File: src/design/lc3b_cache_pkg.sv
package lc3b_cache_pkg;

	//////////////////////////////////////////////////
	// CPU side
	//////////////////////////////////////////////////

	typedef logic [15:0] lc3b_word; // one CPU word or one byte address.

	typedef logic [1:0] lc3b_mem_wmask; // one enable per byte of a word.

	//////////////////////////////////////////////////
	// address fields
	//////////////////////////////////////////////////

	// tag, index and offset together make up a full lc3b_word address.
	typedef logic [8:0] dcache_tag;

	typedef logic [2:0] dcache_index; // eight sets.

	typedef logic [3:0] dcache_offset; // sixteen bytes per line.

	//////////////////////////////////////////////////
	// memory side and control
	//////////////////////////////////////////////////

	typedef logic [127:0] pmem_l1_bus; // a whole line of eight words.

	typedef enum logic [1:0]
	{
		idle,
		check,
		writeback,
		allocate
	} dcache_state_t;

endpackage

File: src/design/dcache_ctrl_if.sv
interface dcache_ctrl_if;

	logic addr_reg_load; // captures the request address for memory traffic.
	logic valid_in; // value written into the valid bit of a way.
	logic dirty_datain; // value written into the dirty bit of a way.
	logic datain_sel; // 0 takes the line from memory, 1 takes the merged line.
	logic write_enable;
	logic cache_allocate; // steers the array write to the LRU way.
	logic pmem_address_sel; // 1 addresses the victim line for write-back.

	logic cache_hit;
	logic dirtyout; // dirty bit of the LRU way of the addressed set.

	modport control
	(
		output addr_reg_load,
		output valid_in,
		output dirty_datain,
		output datain_sel,
		output write_enable,
		output cache_allocate,
		output pmem_address_sel,
		input cache_hit,
		input dirtyout
	);

	modport datapath
	(
		input addr_reg_load,
		input valid_in,
		input dirty_datain,
		input datain_sel,
		input write_enable,
		input cache_allocate,
		input pmem_address_sel,
		output cache_hit,
		output dirtyout
	);

endinterface

File: src/design/cache_array.sv
module cache_array
#(
	parameter int width = 1,
	parameter int index_width = 3
)
(
	input logic clk,
	input logic rst_n,
	input logic [index_width-1:0] index,
	input logic write,
	input logic [width-1:0] datain,
	output logic [width-1:0] dataout
);

	logic [width-1:0] entry [2**index_width];

	always_ff @(posedge clk)
	begin
		if (!rst_n)
		begin
			for (int i = 0; i < 2**index_width; i++)
				entry[i] <= '0;
		end
		else if (write)
			entry[index] <= datain;
	end

	assign dataout = entry[index]; // read is combinational.

	// data written at one edge is what the same set reads back after it.
	a_write_readback: assert property (@(posedge clk) disable iff (!rst_n)
		write |=> (index != $past(index)) || (dataout == $past(datain)))
		else $error("array readback differs from the data written.");

endmodule

File: src/design/dcache_datapath.sv
module dcache_datapath
(
	input logic clk,
	input logic rst_n,
	dcache_ctrl_if.datapath ctrl,
	input logic mem_read,
	input logic mem_write,
	input lc3b_cache_pkg::lc3b_word mem_address,
	input lc3b_cache_pkg::lc3b_word mem_wdata,
	input lc3b_cache_pkg::lc3b_mem_wmask mem_byte_enable,
	output lc3b_cache_pkg::lc3b_word mem_rdata,
	output lc3b_cache_pkg::lc3b_word pmem_address,
	input lc3b_cache_pkg::pmem_l1_bus pmem_rdata,
	output lc3b_cache_pkg::pmem_l1_bus pmem_wdata
);
	import lc3b_cache_pkg::*;

	localparam int word_bits = $bits(lc3b_word);
	localparam int offset_bits = $bits(dcache_offset);
	localparam dcache_offset line_start = '0;

	dcache_tag tag;
	dcache_index index;
	dcache_offset offset;
	logic [offset_bits-2:0] word_sel;

	lc3b_word addr_reg;

	pmem_l1_bus data_out [2];
	dcache_tag tag_out [2];
	logic [1:0] valid_out;
	logic [1:0] dirty_out;
	logic [1:0] way_hit;
	logic [1:0] way_write;

	logic hit_way;
	logic lru_way;
	logic write_way;
	pmem_l1_bus hit_line;
	pmem_l1_bus line_merge;
	pmem_l1_bus line_in;

	logic lru_write_d;
	logic lru_write_q;

	//////////////////////////////////////////////////
	// address split and request register
	//////////////////////////////////////////////////

	assign {tag, index, offset} = mem_address;
	assign word_sel = offset[offset_bits-1:1]; // bit 0 picks the byte.

	always_ff @(posedge clk)
	begin
		if (ctrl.addr_reg_load)
			addr_reg <= mem_address;
	end

	//////////////////////////////////////////////////
	// per-way storage
	//////////////////////////////////////////////////

	for (genvar w = 0; w < 2; w++)
	begin : g_way
		cache_array #(.width($bits(pmem_l1_bus)), .index_width($bits(dcache_index))) i_data
		(
			.clk, .rst_n, .index,
			.write(way_write[w]), .datain(line_in), .dataout(data_out[w])
		);

		cache_array #(.width($bits(dcache_tag)), .index_width($bits(dcache_index))) i_tag
		(
			.clk, .rst_n, .index,
			.write(way_write[w]), .datain(tag), .dataout(tag_out[w])
		);

		cache_array #(.width(1), .index_width($bits(dcache_index))) i_valid
		(
			.clk, .rst_n, .index,
			.write(way_write[w]), .datain(ctrl.valid_in), .dataout(valid_out[w])
		);

		cache_array #(.width(1), .index_width($bits(dcache_index))) i_dirty
		(
			.clk, .rst_n, .index,
			.write(way_write[w]), .datain(ctrl.dirty_datain), .dataout(dirty_out[w])
		);

		assign way_hit[w] = valid_out[w] & (tag_out[w] == tag);
	end

	//////////////////////////////////////////////////
	// hit detection and replacement
	//////////////////////////////////////////////////

	assign ctrl.cache_hit = |way_hit;
	assign hit_way = way_hit[1]; // way 0 unless way 1 matches.

	// a 1 here marks way 1 as the one to replace.
	cache_array #(.width(1), .index_width($bits(dcache_index))) i_lru
	(
		.clk, .rst_n, .index,
		.write(lru_write_d & ~lru_write_q), .datain(~hit_way), .dataout(lru_way)
	);

	assign lru_write_d = ctrl.cache_hit & (mem_read | mem_write);

	always_ff @(posedge clk)
	begin
		if (!rst_n)
			lru_write_q <= 1'b0;
		else
			lru_write_q <= lru_write_d;
	end

	assign write_way = ctrl.cache_allocate ? lru_way : hit_way;
	assign way_write = ctrl.write_enable ? (2'b01 << write_way) : 2'b00;

	assign ctrl.dirtyout = dirty_out[lru_way];

	//////////////////////////////////////////////////
	// data paths
	//////////////////////////////////////////////////

	assign hit_line = data_out[hit_way];
	assign mem_rdata = hit_line[word_sel*word_bits +: word_bits];

	always_comb
	begin
		line_merge = hit_line;
		for (int b = 0; b < $bits(lc3b_mem_wmask); b++)
		begin
			if (mem_byte_enable[b])
				line_merge[word_sel*word_bits + b*8 +: 8] = mem_wdata[b*8 +: 8];
		end
	end

	assign line_in = ctrl.datain_sel ? line_merge : pmem_rdata;

	assign pmem_wdata = data_out[lru_way]; // the victim line.

	assign pmem_address = ctrl.pmem_address_sel ?
		{tag_out[lru_way], index, line_start} :
		{addr_reg[word_bits-1:offset_bits], line_start};

	// allocation only fills the LRU way on a miss, so a tag lives in one way.
	a_single_hit: assert property (@(posedge clk) disable iff (!rst_n) !(&way_hit))
		else $error("both ways hit on the same address.");

endmodule

File: src/design/dcache_control.sv
module dcache_control
(
	input logic clk,
	input logic rst_n,
	dcache_ctrl_if.control ctrl,
	input logic mem_read,
	input logic mem_write,
	output logic mem_resp,
	input logic pmem_resp,
	output logic pmem_read,
	output logic pmem_write
);
	import lc3b_cache_pkg::*;

	dcache_state_t state;
	dcache_state_t next_state;
	logic request;

	assign request = mem_read | mem_write;

	always_ff @(posedge clk)
	begin
		if (!rst_n)
			state <= idle;
		else
			state <= next_state;
	end

	//////////////////////////////////////////////////
	// next state
	//////////////////////////////////////////////////

	always_comb
	begin
		next_state = state;
		case (state)
			idle:
			begin
				if (request)
					next_state = check;
			end
			check:
			begin
				if (!request || ctrl.cache_hit)
					next_state = idle;
				else if (ctrl.dirtyout)
					next_state = writeback; // victim must reach memory first.
				else
					next_state = allocate;
			end
			writeback:
			begin
				if (pmem_resp)
					next_state = allocate;
			end
			allocate:
			begin
				if (pmem_resp)
					next_state = check; // the refilled line hits on the next cycle.
			end
			default:
				next_state = idle;
		endcase
	end

	//////////////////////////////////////////////////
	// outputs
	//////////////////////////////////////////////////

	always_comb
	begin
		ctrl.addr_reg_load = 1'b0;
		ctrl.valid_in = 1'b0;
		ctrl.dirty_datain = 1'b0;
		ctrl.datain_sel = 1'b0;
		ctrl.write_enable = 1'b0;
		ctrl.cache_allocate = 1'b0;
		ctrl.pmem_address_sel = 1'b0;
		mem_resp = 1'b0;
		pmem_read = 1'b0;
		pmem_write = 1'b0;
		case (state)
			idle:
				ctrl.addr_reg_load = 1'b1;
			check:
			begin
				mem_resp = request & ctrl.cache_hit;
				if (ctrl.cache_hit && mem_write)
				begin
					ctrl.write_enable = 1'b1; // byte merge into the hitting way.
					ctrl.valid_in = 1'b1;
					ctrl.dirty_datain = 1'b1;
					ctrl.datain_sel = 1'b1;
				end
			end
			writeback:
			begin
				pmem_write = 1'b1;
				ctrl.pmem_address_sel = 1'b1;
			end
			allocate:
			begin
				pmem_read = 1'b1;
				if (pmem_resp)
				begin
					ctrl.write_enable = 1'b1;
					ctrl.cache_allocate = 1'b1;
					ctrl.valid_in = 1'b1; // a fresh line starts clean.
				end
			end
			default:
				mem_resp = 1'b0;
		endcase
	end

	a_pmem_exclusive: assert property (@(posedge clk) disable iff (!rst_n)
		!(pmem_read && pmem_write))
		else $error("pmem read and write requested together.");

	// the CPU drops its request after a response, so a second pulse is a fault.
	a_resp_pulse: assert property (@(posedge clk) disable iff (!rst_n)
		mem_resp |=> !mem_resp)
		else $error("mem_resp held for two cycles.");

endmodule

File: src/design/dcache.sv
module dcache
(
	input logic clk,
	input logic rst_n,

	// CPU side.
	input logic mem_read,
	input logic mem_write,
	input lc3b_cache_pkg::lc3b_word mem_address,
	input lc3b_cache_pkg::lc3b_word mem_wdata,
	input lc3b_cache_pkg::lc3b_mem_wmask mem_byte_enable,
	output lc3b_cache_pkg::lc3b_word mem_rdata,
	output logic mem_resp,

	// physical memory side.
	output logic pmem_read,
	output logic pmem_write,
	output lc3b_cache_pkg::lc3b_word pmem_address,
	output lc3b_cache_pkg::pmem_l1_bus pmem_wdata,
	input lc3b_cache_pkg::pmem_l1_bus pmem_rdata,
	input logic pmem_resp
);

	dcache_ctrl_if ctrl_if ();

	dcache_datapath i_datapath
	(
		.clk,
		.rst_n,
		.ctrl(ctrl_if.datapath),
		.mem_read,
		.mem_write,
		.mem_address,
		.mem_wdata,
		.mem_byte_enable,
		.mem_rdata,
		.pmem_address,
		.pmem_rdata,
		.pmem_wdata
	);

	dcache_control i_control
	(
		.clk,
		.rst_n,
		.ctrl(ctrl_if.control),
		.mem_read,
		.mem_write,
		.mem_resp,
		.pmem_resp,
		.pmem_read,
		.pmem_write
	);

endmodule

File: config.mk
export PLATFORM = sky130hd
export DESIGN_NAME = dcache
export DESIGN_NICKNAME = d
export VERILOG_FILES = /design/src/design/lc3b_cache_pkg.sv /design/src/design/dcache_ctrl_if.sv /design/src/design/cache_array.sv /design/src/design/dcache_datapath.sv /design/src/design/dcache_control.sv /design/src/design/dcache.sv
export SDC_FILE = /design/constraint.sdc
export NUM_CORES = 2
export LEC_CHECK = 0
export BUFFER_PORTS_ARGS = -buffer_cell sky130_fd_sc_hd__buf_2
export CAP_MARGIN = 10
export CORE_MARGIN = 2
export CORE_UTILIZATION = 50
export DETAILED_ROUTE_END_ITERATION = 8
export HOLD_SLACK_MARGIN = 0.05
export PLACE_DENSITY_LB_ADDON = 0.05
export SKIP_CTS_REPAIR_TIMING = 1
export SYNTH_ARGS = -nofsm -noshare
export SYNTH_HDL_FRONTEND = slang
export SYNTH_SLANG_ARGS = --single-unit
export TNS_END_PERCENT = 5
File: constraint.sdc
create_clock -name clk -period 35.7 [get_ports clk]
set_input_delay 3.57 -clock clk [delete_from_list [all_inputs] [get_ports clk]]
set_output_delay 3.57 -clock clk [all_outputs]
set_load 0.1 [all_outputs]
==> results.sh <==
export IMPL_design_area_um2=112000
export IMPL_synthTopCellsByArea="edfxtp_1, a22oi_1, nor2_1, and4_1, clkbuf_1"
export IMPL_path_buf_inv=7
export IMPL_clock_latency_ns=0.91
export IMPL_gr_total_overflow=0
export IMPL_end_kind="output pin"
export IMPL_syn_inst=8063
export IMPL_tightestPinTransition_ns=1.49
export IMPL_period_minus_slack_ns=15.17
export IMPL_routed_wl_um=428000
export IMPL_status="finished, violations left"
export IMPL_finalCritPeriodShare_pct=42.5
export IMPL_timing_hold_ws_ns=0.443
export IMPL_violations="capacitance limit"
export IMPL_grt_pass1_vias=71320
export IMPL_largest_register_ffs=2048
export IMPL_crit_fanout=44
export IMPL_grt_pass1_wl_um=586000
export IMPL_async_reset_ff_share_pct=0
export IMPL_die_area_um2=206000
export IMPL_rsz0062_at_grt="no"
export IMPL_critPathTopFamily="buffers and inverters"
export IMPL_vias_per_cell=7.05
export IMPL_ys_flop_type="edfxtp_1"
export IMPL_die_h_um=454
export IMPL_ios=330
export IMPL_min_path_type="reg -> reg"
export IMPL_max_slew_margin_pct=0.971
export IMPL_skew_ns=0.0326
export IMPL_cts_sinks=2247
export IMPL_ys_seq_elements=2247
export IMPL_portBuffers=324
export IMPL_slowest_stage="a2bb2oi_1"
export IMPL_grtUsageTotal_pct=41.0
export IMPL_num_rows=165
export IMPL_peakVddDrop_mv=0.0574
export IMPL_synthesis_area_um2=101000
export IMPL_fin_cells=10913
export IMPL_setup_viol=0
export IMPL_synth_area_per_cell_um2=12.5
export IMPL_final_cell_mix="edfxtp_1, nor2_1, a22oi_1, buf_2, buf_4"
export IMPL_max_freq_ghz=0.0659
export IMPL_drv_slew=0
export IMPL_criticalPathCategory="in -> out"
export IMPL_fp_dieW_um=454
export IMPL_max_stage_delay_ns=0.97
export IMPL_crit_required_ns=32.13
export IMPL_yosysWarnings=0
export IMPL_core_area_um2=201000
export IMPL_crit_path_frequent_cell="buf_4"
export IMPL_yosys_area_top_type="edfxtp_1"
export IMPL_grt_max_degree=114
export IMPL_drt_pre_antenna_iters=6
export IMPL_clockBufferDepth=3
export IMPL_dpl_hpwl_um=239000
export IMPL_cts_tree="done"
export IMPL_hold_violations=0
export IMPL_layout_nets=8188
export IMPL_dp_cells=10442
export IMPL_placed_area_um2=104000
export IMPL_synth_seq_area_share_pct=66.4
export IMPL_synth_edff_count=2204
export IMPL_area_growth_syn_to_layout_pct=10.9
export IMPL_drt_iter0_drc=13470
export IMPL_initial_utilization_pct=50.1
export IMPL_largestRegisters="i_datapath.g_way.i_data.entry: 2048 flops, i_datapath.g_way.i_tag.entry: 144 flops"
export IMPL_place_congestion=0.987
export IMPL_startpoint_type="input port"
export IMPL_maxCapViolations=1
export IMPL_path_cells="buf_2 -> buf_4 -> and3_4 -> buf_4 -> buf_4 -> buf_4 -> buf_4 -> a22oi_1 -> and4_1 -> and4_1 -> a21oi_1 -> a221o_1 -> a2bb2oi_1 -> buf_2"
export IMPL_final_common_cell="edfxtp_1"
export IMPL_setup_tns_ns=0
export IMPL_leakage_uw=0.0384
export IMPL_vias=76990
export IMPL_power_density_nw_per_um2=54.7
export IMPL_drc=0
export IMPL_antenna_found_initial=35
export IMPL_drive_gt1_share_pct=15.4
export IMPL_wl_per_cell_um=39.3
export IMPL_ys_types=89
export IMPL_synth_top_cell_area_share_pct=65.5
export IMPL_cts_made_buffers=231
export IMPL_path_clk_slew_ns=0.06
export IMPL_worst_ep_arrival_time_ns=11.60
export IMPL_top_register="i_datapath.g_way.i_data.entry"
export IMPL_htree_num_levels=4
export IMPL_antenna_left=0
export IMPL_cts_root_buf="clkbuf_16"
cell usage after synthesis, types with 7 or more instances:
cell	instances
nand4_1	103
ha_1	10
nor4_1	57
clkbuf_1	454
a211oi_2	7
and4_1	211
buf_1	83
nor2_2	13
o311ai_0	7
nand3_1	17
nor3_1	155
or2_2	11
mux2i_1	102
nand2_1	115
nor2_1	1930
edfxtp_1	2204
and2_1	68
xor2_1	10
inv_1	47
o41ai_1	8
a211oi_1	176
o22ai_1	61
o2111ai_1	9
nand2b_1	7
buf_4	26
o22ai_4	25
nor3_2	131
buf_6	23
mux2_2	19
a31oi_1	58
o21ai_0	141
o22ai_2	41
a22oi_1	1036
a21oi_1	154
dfxtp_1	43
buf_2	274
and3_1	69
mux4_2	43
layout make-up:
cell class	instances	area (um2)
Antenna cell	24	60.1
Clock buffer	299	6160
Clock inverter	140	1220
Fill cell	16811	89500
Inverter	49	184
Multi-Input combinational cell	4904	30300
Sequential cell	2247	67000
Tap cell	2672	3340
Timing Repair Buffer	578	3720
worst register-to-register path: stages (launching register included):
cell and delay, ns:
edfxtp_1 0.37, mux4_2 0.49, mux2i_1 0.32, xor2_2 0.10, buf_4 0.22, o211ai_4 0.12
buf_4 0.49, o31a_1 0.32, a31oi_2 0.10, buf_4 0.30, or2_4 0.49, nand2_4 0.52
buf_4 0.93, buf_4 1.15, buf_4 0.72
per-stage QoR:
step	total power (uW)	worst slack, ns	utilization, %
6_report	6130	20.53	55.6
5_1_grt	6240	20.61	55.6
4_1_cts	6110	21.17	55.5
3_5_place_dp	3760	21.17	51.9
3_3_place_gp	3750	21.11	51.9
2_1_floorplan	3500	19.02	-
worst paths after layout:
kind	startpoint	to	slack (ns)	cells after the start
max reg2reg	i_datapath.g_way[1].i_tag.entry[7][1]	i_datapath.g_way[0].i_data.entry[7][37]	28.66	14
min reg2reg	i_datapath.g_way[0].i_valid.entry[2]	i_datapath.g_way[0].i_valid.entry[2]	0.44	2
max	mem_address[6]	mem_rdata[6]	20.53	14
min	i_datapath.g_way[0].i_valid.entry[2]	i_datapath.g_way[0].i_valid.entry[2]	0.44	2
cells by family after synthesis:
kind of cell,after synthesis,synth area share [%]
buffers and inverters,915,4.09
multiplexers,164,2.18
XOR/XNOR,14,0.136
adder cells (fa/ha/maj),10,0.124
other,1,0.00371
flip-flops,2247,66.4
AO/OA/AOI/OAI,1792,13.2
AND/OR/NAND/NOR,2920,13.9
report_power, final:
| part | internal [uW] | switching (uW) | leakage, uW |
|---|---|---|---|
| clock network | 1340 | 1060 | 0.00360 |
| logic | 126 | 605 | 0.0117 |
| registers | 2980 | 23.9 | 0.0231 |
routing by layer:
layer	global-route usage, %	vias to the layer above	wire (um)
met2	58.9	6418	183000
met5	0.233	-	216
met3	9.64	1393	54800
li1	-	30548	-
met1	54.5	38607	152000
met4	30.4	24	38100
Power figures use the tool's default switching activity.
